## config.mk

```make
export PLATFORM = sky130hd
export DESIGN_NAME = rs_operand_capture
export DESIGN_NICKNAME = d
export VERILOG_FILES = /design/src/rs_branch_pkg.sv /design/src/rs_operand_capture.sv
export VERILOG_INCLUDE_DIRS = /design/src
export SDC_FILE = /design/constraint.sdc
export NUM_CORES = 1
export LEC_CHECK = 0
export BUFFER_PORTS_ARGS = -buffer_cell sky130_fd_sc_hd__buf_2
export CAP_MARGIN = 20
export CORE_AREA = 3 3 232 234
export DETAILED_ROUTE_END_ITERATION = 12
export DIE_AREA = 0 0 235 237
export PLACE_DENSITY = 0.4
export SETUP_SLACK_MARGIN = 0.2
export SLEW_MARGIN = 20
export SYNTH_ARGS = -nofsm -noshare
export SYNTH_HDL_FRONTEND = slang
export SYNTH_SLANG_ARGS = --single-unit
```

## constraint.sdc

```tcl
create_clock -name vclk -period 4.7
set_input_delay 0.94 -clock vclk [all_inputs]
set_output_delay 0.94 -clock vclk [all_outputs]
set_load 0.005 [all_outputs]
```

## src/rs_branch_consts.svh

```systemverilog
`ifndef RS_BRANCH_CONSTS_SVH
`define RS_BRANCH_CONSTS_SVH

// queue geometry
`define RS_DEPTH 16
`define RS_PTR_W 4            // log2 of RS_DEPTH

// occupancy needs one more bit than a pointer to reach RS_DEPTH
`define RS_CNT_W (`RS_PTR_W + 1)

// datapath widths
`define XLEN 32               // data, pc and immediate
`define PHYS_TAG_W 8          // physical register tag
`define INST_NUM_W 32         // sequence number from dispatch
`define FUNCT3_W 3            // branch condition code

// alu, mul, div, load, branch return
`define NUM_RESULT_BUSES 5

`endif
```

## src/rs_branch_pkg.sv

```systemverilog
`include "rs_branch_consts.svh"

package rs_branch_pkg;

    typedef logic [`XLEN-1:0]       word_t;
    typedef logic [`PHYS_TAG_W-1:0] phys_tag_t;
    typedef logic [`INST_NUM_W-1:0] inst_num_t;
    typedef logic [`FUNCT3_W-1:0]   funct3_t;
    typedef logic [`RS_PTR_W-1:0]   rs_ptr_t;
    typedef logic [`RS_CNT_W-1:0]   rs_count_t;   // occupancy, 0 to RS_DEPTH

    // one broadcast lane, live for a single cycle
    typedef struct packed {
        logic      valid;
        phys_tag_t tag;
        word_t     data;
    } result_bus_t;

    // ready means data holds the final operand value
    typedef struct packed {
        phys_tag_t tag;
        word_t     data;
        logic      ready;
    } src_operand_t;

    typedef struct packed {
        inst_num_t inst_num;
        word_t     pc;
        phys_tag_t rd;
        logic      is_jump;
        logic      is_branch;
        funct3_t   funct3;
        word_t     imm;
        logic      pred_taken;   // predictor direction
        logic      pred_hit;     // btb hit
    } branch_info_t;

    // queue slot and issue payload share this layout
    typedef struct packed {
        branch_info_t info;
        src_operand_t src1;
        src_operand_t src2;
    } rs_entry_t;

endpackage

```

## src/rs_operand_capture.sv

```systemverilog
`timescale 1ns/1ps
`include "rs_branch_consts.svh"

module rs_operand_capture (
    input  rs_branch_pkg::result_bus_t result_buses [`NUM_RESULT_BUSES],
    input  rs_branch_pkg::rs_entry_t   dispatch_entry,
    output rs_branch_pkg::rs_entry_t   captured_entry
);

    import rs_branch_pkg::*;

    logic [`NUM_RESULT_BUSES-1:0] src1_match;   // lanes carrying src1's tag
    logic [`NUM_RESULT_BUSES-1:0] src2_match;
    src_operand_t                 src1_res;
    src_operand_t                 src2_res;

    // tags are only compared on lanes that are valid this cycle
    always_comb begin
        for (int lane = 0; lane < `NUM_RESULT_BUSES; lane++) begin
            src1_match[lane] = result_buses[lane].valid
                               && (result_buses[lane].tag == dispatch_entry.src1.tag);
            src2_match[lane] = result_buses[lane].valid
                               && (result_buses[lane].tag == dispatch_entry.src2.tag);
        end
    end

    // walk the lanes downward so the lowest matching lane is written last
    always_comb begin
        src1_res = dispatch_entry.src1;
        src2_res = dispatch_entry.src2;
        for (int lane = `NUM_RESULT_BUSES - 1; lane >= 0; lane--) begin
            if (src1_match[lane] && !dispatch_entry.src1.ready) begin
                src1_res.data  = result_buses[lane].data;
                src1_res.ready = 1'b1;
            end
            if (src2_match[lane] && !dispatch_entry.src2.ready) begin
                src2_res.data  = result_buses[lane].data;
                src2_res.ready = 1'b1;
            end
        end
    end

    // an operand already ready from the register file keeps its value
    assign captured_entry.info = dispatch_entry.info;   // payload untouched
    assign captured_entry.src1 = src1_res;
    assign captured_entry.src2 = src2_res;

endmodule

```

# --- Word level (Yosys, flattened, before mapping) ---
# Cells that the tools add are included.
totals:
  register_bits: 0
  inputBits: 398
  elab_cells: 42
classes:
  n_eq_ne: 10
  mux: 10
  reduce_logical: 22
op_table:
  columns: ["cell", "n"]
  rows:
  - ["$mux W33", 10]
  - ["$eq A8 B8 Y1", 10]
  - ["$logic_and A1 B1 Y1", 20]
  - ["$logic_not A1 Y1", 2]

# --- Depth between registers and ports, before layout ---
logic_depth:
  ltp_word: 8
  ltp_mapped: 9

# --- Least setup slack after synthesis ---
# OpenSTA, ideal clock, no wires.
synth_timing:
  kind: "input-to-output"
  from: "in dispatch_entry[37] (netlist bit)"
  to: "out captured_entry[6] (netlist bit)"
  t_arrival_ns: 2.486
  path_slack_ns: 1.274
  cell_stages: 8
  path_cell_list: "buf_4 > xnor2_2 > nand3_1 > or4_1 > buf_2 > buf_6 > o221ai_1 > o221a_2"
synth_rtl:
  columns: ["element", "line", "text"]
  rows:
  - ["start, declared", "rs_operand_capture.sv:6", "input rs_branch_pkg::rs_entry_t dispatch_entry,"]
  - ["end, declared", "rs_operand_capture.sv:7", "output rs_branch_pkg::rs_entry_t captured_entry"]

==> run metrics <==
outcome=finished clean; Area Growth Syn to Fin=34.86%; Avg Inst Size Synth=7.556 sq um; die area=55700 sq um; post-CTS setup repair buffer count=0; fin crit share=0.9036; Overflow after GRT=0; area share of fa/ha/maj cells after synthesis=0; critical path arrival=3.31 ns; share of layout cells above drive strength 1=0.5358; overall routing resource usage=0.1243; Cell Pwr Density=61.96 nW/um^2; Critical Path Most Common Cell=buf_2; via count=6269; worst hold start=dispatch_entry[141]; pins over their slew limit=0; Initial DRC Count=256; register area share after synthesis=0; Max Cap Violations=0; worst hold endpoint=captured_entry[141]; first-pass GRT wire length=49970 um; initial antenna violation count=10; # fillers=6102; hold slack=1.880 ns; std cell rows=84; fmax=235.5 MHz; Starting Density=0.09648; Placement Cell Area=6789 sq um; crit-path max cell delay=0.53 ns; core area=52240 sq um; largest family of logic cells by synthesized area=compound AO/OA/AOI/OAI gates; post-synthesis mux area share=0.1336; slew of the pin with the lowest slew margin=0.8802 ns; Peak VDD IR=0.00003429 V; pre-CTS setup slack=0.4182 ns; routability cong.=0.8827; synth warn=0; slowest CP cell=nor4_1; crit end category=output port; Die Ht=237 um; Seq cells=0; Synth area leader=buf_4; # port buffers=369; Die Wd=235 um; IO Pins=591; routed wire length on met2=18470 um; routed len/inst=23.60 um; fin area=6797 sq um; Worst EP required=3.76 ns; # DRC=0; post-synthesis simple-gate area fraction=0.1204; Via density=3.993; final hold vios=0; hold depth=0; number of global-route vias before repair=6568; Overall Power=0.4211 mW; Final Setup Violations=0; cts-stage hold buffer count=0; XOR/XNOR Fraction of Synth Area=0.1480; Synth area leaders=buf_4, xnor2_1, mux2_1; Post-Syn Area=5040 sq um; M1 WL=14770 um; DPL Wire Length=30480 um; top sig layer=met5; WS Path Type=in -> out; drt first pass iters=5; RSZ-0062 raised after global routing=false; CTS resizes=0; critical path launch point type=input pin; post-synthesis compound-gate area fraction=0.3180; Crit Path Max Fanout=28; Synth Net Count=1065; Final ANT Viol Nets=0; NumNets Final=1279; final worst slack=0.4533 ns; cells after synthesis=667; CLK BUF=0; Static Leak=3.048 nW; detailed-route wire length=37050 um; Netlist cell types=48; final worst path period need=4.247 ns; WL met3=2436 um; Synth top area share=0.2071; largest net degree at the start of global routing=32; crit-path cells=buf_2 > xor2_1 > nor4_1 > and3_1 > or2_2 > buf_12 > a221oi_1 > a21oi_1 > buf_2; relative slew slack=0.4125; worst min path class=in -> out; Register Area=0 sq um; setup TNS=0 ns
==> kinds of logic after synthesis <==
| family | Yosys count |
|---|---|
| buf+inv | 218 |
| xor+xnor | 80 |
| simple gates | 111 |
| mux | 63 |
| compound gates | 195 |
==> how the worst max path moves through the flow <==
stage	cells after the start	from	endpoint	slack (ns)
2_1_floorplan	8	dispatch_entry[37]	captured_entry[6]	1.27
3_3_place_gp	10	dispatch_entry[40]	captured_entry[24]	0.29
3_5_place_dp	9	dispatch_entry[81]	captured_entry[70]	0.42
4_1_cts	9	dispatch_entry[81]	captured_entry[70]	0.42
5_1_grt	9	dispatch_entry[81]	captured_entry[70]	0.32
6_report	9	dispatch_entry[81]	captured_entry[70]	0.45
==> Yosys cell counts (all sizes together) <==
| cell | n |
|---|---|
| a2111oi | 3 |
| a211oi | 25 |
| a21o | 1 |
| a21oi | 34 |
| a221oi | 32 |
| a31oi | 2 |
| and2 | 1 |
| and3 | 4 |
| buf | 168 |
| clkbuf | 22 |
| inv | 28 |
| mux2 | 34 |
| mux2i | 29 |
| nand2 | 47 |
| nand2b | 2 |
| nand3 | 11 |
| nand3b | 6 |
| nand4 | 9 |
| nor2 | 7 |
| nor2b | 1 |
| nor3 | 11 |
| nor3b | 2 |
| nor4 | 5 |
| o211ai | 4 |
| o21a | 4 |
| o21ai | 2 |
| o221a | 25 |
| o221ai | 24 |
| o22a | 4 |
| o22ai | 34 |
| o41ai | 1 |
| or2 | 1 |
| or3 | 2 |
| or4 | 1 |
| or4b | 1 |
| xnor2 | 64 |
| xor2 | 16 |
==> per-stage QoR <==
step,instances,utilization
6_report,1570,0.1301
5_1_grt,1569,0.1301
4_1_cts,1567,0.1300
3_5_place_dp,1567,0.1300
3_3_place_gp,1567,0.1299
2_1_floorplan,667,-
==> cell usage in the layout (no fill, tap or decap), types with 3 or more instances in the layout <==
| cell | count |
|---|---|
| nor3_1 | 7 |
| o221ai_1 | 8 |
| xnor2_1 | 58 |
| xor2_1 | 16 |
| buf_4 | 30 |
| nand4_1 | 9 |
| a21oi_1 | 34 |
| a211oi_1 | 25 |
| a2111oi_0 | 3 |
| o22a_1 | 4 |
| buf_2 | 369 |
| nor2_1 | 4 |
| nand2_1 | 45 |
| and3_1 | 4 |
| o221ai_2 | 16 |
| diode_2 | 3 |
| o21a_1 | 4 |
| nand3b_1 | 6 |
| o221a_2 | 25 |
| inv_1 | 28 |
| buf_12 | 3 |
| mux2_1 | 32 |
| o22ai_1 | 34 |
| mux2i_1 | 29 |
| a221oi_1 | 32 |
| xnor2_2 | 6 |
| nand3_1 | 9 |
| o211ai_1 | 4 |
==> power by group <==
group / leakage (nW) / internal [mW] / total [mW] / switching (mW)
clock network: 0.0000190 / 0.0000000854 / 0.0000000854 / 0
registers: 0 / 0 / 0 / 0
logic: 3.05 / 0.212 / 0.421 / 0.209
==> worst max-delay path, delay by kind of cell <==
| kind | cells | cell delay (ns) |
|---|---|---|
| AO/OA/AOI/OAI | 2 | 0.35 |
| XOR/XNOR | 1 | 0.18 |
| buffers and inverters | 3 | 0.61 |
| AND/OR/NAND/NOR | 3 | 1.21 |
==> cell type report <==
class,count,area (sq um),share of cell area
Multi-Input combinational cell,449,3691,0.5431
Timing Repair Buffer,402,2132,0.3137
Tap cell,688,860.8,0.1267
Inverter,28,105.1,0.01546
Antenna cell,3,7.507,0.001105
==> per-layer routing <==
| metal | GRT usage | vias up |
|---|---|---|
| met3 | 0.01933 | 99 |
| met1 | 0.1487 | 2956 |
| met2 | 0.2272 | 408 |
| met4 | 0.03858 | 6 |
| li1 | - | 2800 |
| met5 | 0 | - |
(Power assumes the default switching activity.)
