`src/rs_branch_consts.svh`:
```
`ifndef RS_BRANCH_CONSTS_SVH
`define RS_BRANCH_CONSTS_SVH

// queue geometry
`define RS_DEPTH 16
`define RS_PTR_W 4            // log2 of RS_DEPTH

// occupancy needs one more bit than a pointer to reach RS_DEPTH
`define RS_CNT_W (`RS_PTR_W + 1)

// datapath widths
`define XLEN 32               // data, pc and immediate
`define PHYS_TAG_W 8          // physical register tag
`define INST_NUM_W 32         // sequence number from dispatch
`define FUNCT3_W 3            // branch condition code

// alu, mul, div, load, branch return
`define NUM_RESULT_BUSES 5

`endif
```
`src/rs_branch_pkg.sv`:
```
`include "rs_branch_consts.svh"

package rs_branch_pkg;

    typedef logic [`XLEN-1:0]       word_t;
    typedef logic [`PHYS_TAG_W-1:0] phys_tag_t;
    typedef logic [`INST_NUM_W-1:0] inst_num_t;
    typedef logic [`FUNCT3_W-1:0]   funct3_t;
    typedef logic [`RS_PTR_W-1:0]   rs_ptr_t;
    typedef logic [`RS_CNT_W-1:0]   rs_count_t;   // occupancy, 0 to RS_DEPTH

    // one broadcast lane, live for a single cycle
    typedef struct packed {
        logic      valid;
        phys_tag_t tag;
        word_t     data;
    } result_bus_t;

    // ready means data holds the final operand value
    typedef struct packed {
        phys_tag_t tag;
        word_t     data;
        logic      ready;
    } src_operand_t;

    typedef struct packed {
        inst_num_t inst_num;
        word_t     pc;
        phys_tag_t rd;
        logic      is_jump;
        logic      is_branch;
        funct3_t   funct3;
        word_t     imm;
        logic      pred_taken;   // predictor direction
        logic      pred_hit;     // btb hit
    } branch_info_t;

    // queue slot and issue payload share this layout
    typedef struct packed {
        branch_info_t info;
        src_operand_t src1;
        src_operand_t src2;
    } rs_entry_t;

endpackage

```
`src/rs_issue_reg.sv`:
```
`timescale 1ns/1ps
`include "rs_branch_consts.svh"

module rs_issue_reg (
    input  logic                     clk,
    input  logic                     reset,
    input  logic                     flush,
    input  logic                     head_valid,
    input  rs_branch_pkg::rs_entry_t head_entry,
    output logic                     head_pop,
    output logic                     issue_valid,
    input  logic                     issue_ready,
    output rs_branch_pkg::rs_entry_t issue_entry
);

    import rs_branch_pkg::*;

    rs_entry_t entry_q;    // payload held toward the branch unit
    logic      can_load;

    // free when empty or when the branch unit drains it this cycle
    assign can_load = !issue_valid || issue_ready;
    assign head_pop = head_valid && can_load;

    always_ff @(posedge clk) begin
        if (reset || flush) begin
            issue_valid <= 1'b0;
        end else if (can_load) begin
            issue_valid <= head_valid;
        end
    end

    always_ff @(posedge clk) begin
        if (head_pop) begin
            entry_q <= head_entry;
        end
    end

    assign issue_entry = entry_q;

    // a stalled output keeps both valid and payload until accepted
    a_hold_under_stall: assert property (
        @(posedge clk) disable iff (reset)
        (issue_valid && !issue_ready && !flush) |=> (issue_valid && $stable(issue_entry))
    ) else $error("issue output changed while stalled");

endmodule

```
`config.mk`:
```
export PLATFORM = sky130hd
export DESIGN_NAME = rs_issue_reg
export DESIGN_NICKNAME = d
export VERILOG_FILES = /design/src/rs_branch_pkg.sv /design/src/rs_issue_reg.sv
export VERILOG_INCLUDE_DIRS = /design/src
export SDC_FILE = /design/constraint.sdc
export NUM_CORES = 1
export LEC_CHECK = 0
export ABC_AREA = 1
export ABC_CLOCK_PERIOD_IN_PS = 29200
export BUFFER_PORTS_ARGS = -buffer_cell sky130_fd_sc_hd__buf_2
export CAP_MARGIN = 30
export CORE_AREA = 2 2 154 156
export CTS_CLUSTER_DIAMETER = 60
export DETAILED_ROUTE_END_ITERATION = 7
export DIE_AREA = 0 0 156 158
export GPL_TIMING_DRIVEN = 0
export HOLD_SLACK_MARGIN = 0.06
export PLACE_DENSITY_LB_ADDON = 0.2
export SLEW_MARGIN = 20
export SYNTH_ARGS = -nofsm -noshare
export SYNTH_HDL_FRONTEND = slang
export SYNTH_SLANG_ARGS = --single-unit
```
`constraint.sdc`:
```
create_clock -name clk -period 29.2 [get_ports clk]
set_input_delay 5.84 -clock clk [delete_from_list [all_inputs] [get_ports clk]]
set_output_delay 5.84 -clock clk [all_outputs]
set_load 0.1 [all_outputs]
```
# After elaboration in Yosys (flattened, before gate mapping)
# Index checks and enable logic that the tools add are counted.
# W data, S select, Z words.
[classes]
reduce_logical = 4
[ops]
columns = ["op", "count"]
rows = [
  ["$logic_or A1 B1 Y1", 2],
  ["$logic_and A1 B1 Y1", 1],
  ["$logic_not A1 Y1", 1],
]
[totals]
register_bits = 194
in_bits = 198
out_inout_bits = 195
word_cells = 20

# Logic depth before layout (Yosys ltp)
[depth]
word_depth = 3
ltp_mapped = 3
depth_no_buf = 3

# Worst setup path after synthesis
# No wires, ideal clock.
[synth_timing]
kind = "input-to-output"
start = "in head_valid"
end = "out head_pop"
arrival_ns = 16.574
required_ns = 23.360
setup_slack_ns = 6.786
stages = 2
path_buffers = 0
cell_sequence = "inv_1 > a21oi_1"
[synth_between]
elab_chain_len = 1
[synth_rtl]
columns = ["element", "line", "rtl"]
rows = [
  ["from (decl)", "rs_issue_reg.sv:8", "input logic head_valid,"],
  ["$logic_and A1 B1 Y1", "rs_issue_reg.sv:23", "assign head_pop = head_valid && can_load;"],
  ["to (decl)", "rs_issue_reg.sv:10", "output logic head_pop,"],
]
# No other way between the ends.

# Worst setup path in the final report
[layout_timing]
start = "in issue_ready"
end = "out head_pop"
[layout_between]
elab_chain_len = 2
[layout_rtl]
columns = ["element", "line", "rtl"]
rows = [
  ["from (decl)", "rs_issue_reg.sv:12", "input logic issue_ready,"],
  ["$logic_or A1 B1 Y1", "rs_issue_reg.sv:22", "assign can_load = !issue_valid || issue_ready;"],
  ["$logic_and A1 B1 Y1", "rs_issue_reg.sv:23", ""],
]
# No other way between the ends.

==> out/summary.md <==
Synth
- **share of Yosys cell area claimed by the top area cell type** 99.00%
- **number of synthesized flops with an enable pin** 193
- **cell taking the most area after synthesis** sky130_fd_sc_hd__edfxtp_1
- **cell with the most instances after synthesis** sky130_fd_sc_hd__edfxtp_1
- **cell count after synthesis** 202
- **flip-flop and latch count after synthesis** 194
- **largest cells by area after synthesis** sky130_fd_sc_hd__edfxtp_1 (99%), sky130_fd_sc_hd__dfxtp_1 (0.34%), sky130_fd_sc_hd__inv_1 (0.19%), sky130_fd_sc_hd__a21oi_2 (0.15%), sky130_fd_sc_hd__nand2_2 (0.11%)
- **Avg Synthesized Cell Area** 28.98 sq um
- **Synth async-reset ratio** 0%
- **Post-Synthesis Net Count** 400
- **most common library cells after synthesis** sky130_fd_sc_hd__edfxtp_1 (193), sky130_fd_sc_hd__inv_1 (3)
- **leading register cell type out of synthesis** sky130_fd_sc_hd__edfxtp_1
- **Netlist Area Pre-Place** 5854 sq um
- **portion of the post-synthesis area used by sequential elements** 99.34%
- **post-synth cell types** 8
- **number of warnings printed during yosys synthesis** 0

Drt
- **number of remaining DRC errors** 0
- **via density per instance** 3.883
- **total number of vias** 3596
- **first-iteration detailed-routing DRC count** 136
- **Detailed Route WL** 15080 um
- **number of nets with antenna violations after routing** 0
- **detailed-route wire length per cell** 16.29 um
- **drt pass-1 iters** 4

CTS
- **clock sink count** 194
- **worst-case clock buffer depth** 2
- **clock latency reported for the late side of the worst-skew pair** 0.42 ns
- **Post-CTS Resized** 0
- **number of buffers inserted to repair setup after CTS** 0
- **Clock H-tree levels** 4
- **number of hold buffers added after cts** 0
- **CTS Root Cell** sky130_fd_sc_hd__clkbuf_16
- **total CTS buffers** 17
- **CTS tree** done
- **Reg clk slew, reported paths** 0.08 ns

Placement
- **DP Area** 8426 sq um
- **weighted congestion reported at the end of routability-driven placement** 0.7073
- **final HPWL from detailed placement** 11890 um
- **number of port buffers** 392

Timing
- **top achievable clock speed** 77.76 MHz
- **worst setup skew after layout** 0.01528 ns
- **setup repair after global routing missed its margin** no
- **final setup violation count** 0
- **Setup Total Neg Slack** 0 ns
- **Worst Hold Margin** 0.5284 ns
- **final critical-path share of the clock period** 44.04%
- **max-slew violation count** 0
- **shortest period the worst path allows** 12.86 ns
- **Final Hold Violating Endpoints** 0
- **Worst-Margin Slew** 0.6068 ns
- **Slew headroom** 59.45%

Critical path
- **slowest cell delay on critical path** 0.54 ns
- **endpoint type of the worst setup path** output pin
- **sequence of cells on the critical path** buf_2 > inv_2 > a21oi_4 > buf_2
- **worst setup path category** in -> out
- **most frequent cell on the critical path** sky130_fd_sc_hd__buf_2
- **kind of cell adding the most delay to the critical path** buffers and inverters
- **CP startpoint kind** input pin
- **worst-path cell with the longest stage delay** sky130_fd_sc_hd__buf_2
- **Buf/Inv on CP** 3
- **WP data required** 23.36 ns
- **worst endpoint data arrival time** 7.02 ns
- **top fanout value on the critical path** 15

Power
- **Switching Power** 238.8 uW
- **switching part of the total power** 34.04%
- **Power Internal** 462.6 uW
- **clock network fraction of total power** 31.5%
- **pwr dens** 77.98 nW/um^2
- **relative contribution of sequential cells to total power** 46.9%
- **worst vdd ir** 0.03258 mV
- **leakage component of the power** 3.843 nW
- **fraction of power consumed by combinational cells** 21.6%

Layout
- **cell area after layout** 8995 sq um
- **sequential cell area** 5816 sq um
- **fill cell total of the finished layout** 2191
- **share of cells above drive strength 1** 68.66%
- **NumNets Final** 820
- **combined area of the multi-input logic cells** 35.03 sq um
- **Area Overhead vs Synth** 53.64%

GRT
- **number of antenna violations at the first check in global routing** 0
- **first-pass GRT wire length** 20920 um
- **global routing usage summed across all routing layers** 11.55%
- **pin count of the biggest net entering global routing** 29
- **vias in the first global route** 3779
- **GR Overflow Total** 0

Floorplan
- **top-level port count** 393
- **die boundary width** 156 um
- **Placement Rows** 56
- **placeable core region** 23050 sq um
- **Chip Height** 158 um
- **Die ar.** 24650 sq um
- **effective utilization at floorplan** 25.40%

Job
- **number of maximum-capacitance violations** 0

Hold path
- **path type of the worst min-delay path** reg -> reg

Run status
- **outcome** finished clean

worst min-delay path, stage by stage, from the launching register on:
cell and delay (ns):
sky130_fd_sc_hd__dfxtp_1 0.36, sky130_fd_sc_hd__nand2_2 0.09, sky130_fd_sc_hd__a21oi_2 0.04
cells by family after synthesis:
| logic type | Yosys count | share of synthesized area, % |
|---|---|---|
| buffers and inverters | 4 | 0.2564 |
| AO/OA/AOI/OAI | 2 | 0.2350 |
| flip-flops | 194 | 99.34 |
| AND/OR/NAND/NOR | 2 | 0.1710 |
through the flow:
| stage | instances | total power, mW | utilization, % | setup WS [ns] |
|---|---|---|---|---|
| 6_report | 926 | 0.7014 | 39.02 | 16.34 |
| 5_1_grt | 925 | 0.7265 | 39.01 | 16.25 |
| 4_1_cts | 925 | 0.7117 | 39.01 | 16.31 |
| 3_5_place_dp | 893 | 0.4881 | 36.55 | 16.31 |
| 3_3_place_gp | 884 | 0.4893 | 35.48 | 3.251 |
| 2_1_floorplan | 202 | 0.4596 | - | 6.786 |
final timing paths:
path               startpoint              end  slack [ns]  depth (start not counted)
hold reg to reg   issue_valid      issue_valid        0.53                          2
setup reg to reg  issue_valid  issue_entry[18]       27.35                          4
setup / recovery  issue_ready         head_pop       16.34                          4
hold / removal    issue_valid      issue_valid        0.53                          2
registers in the layout, indices dropped and copies added, names as in the netlist:
| register | cells |
|---|---|
| issue_entry | 193 |
| issue_valid | 1 |
final cells by class:
type	count	share of cell area, %
Antenna cell	1	0.02782
Clock buffer	19	4.924
Clock inverter	13	1.377
Inverter	4	0.1669
Multi-Input combinational cell	4	0.3895
Sequential cell	194	64.65
Tap cell	290	4.034
Timing Repair Buffer	401	24.43
power by group through the flow:
| stage | Sequential (mW) | Clock (mW) | Combinational (mW) |
|---|---|---|---|
| after floorplan | 0.454 | 0 | 0.00534 |
| after global placement | 0.342 | 0 | 0.147 |
| after detailed placement | 0.335 | 0 | 0.153 |
| after CTS | 0.329 | 0.230 | 0.153 |
| after global routing | 0.330 | 0.240 | 0.156 |
| final | 0.329 | 0.221 | 0.152 |
layout by cell type (no fill, tap or decap), drive strengths merged:
master    synthesis  routed
inv               4       8
nand2             2       2
edfxtp          193     193
clkinvlp          0       1
dfxtp             1       1
buf               0     401
clkbuf            0      19
diode             0       1
a21oi             2       2
clkinv            0       8
layer usage:
layer | wire, um | GRT usage, %
met1 | 5160 | 11.42
met2 | 8119 | 21.03
met3 | 1577 | 5.557
met4 | 226 | 4.194
met5 | 0 | 0
Note: power is estimated with default switching activity, not from simulation.
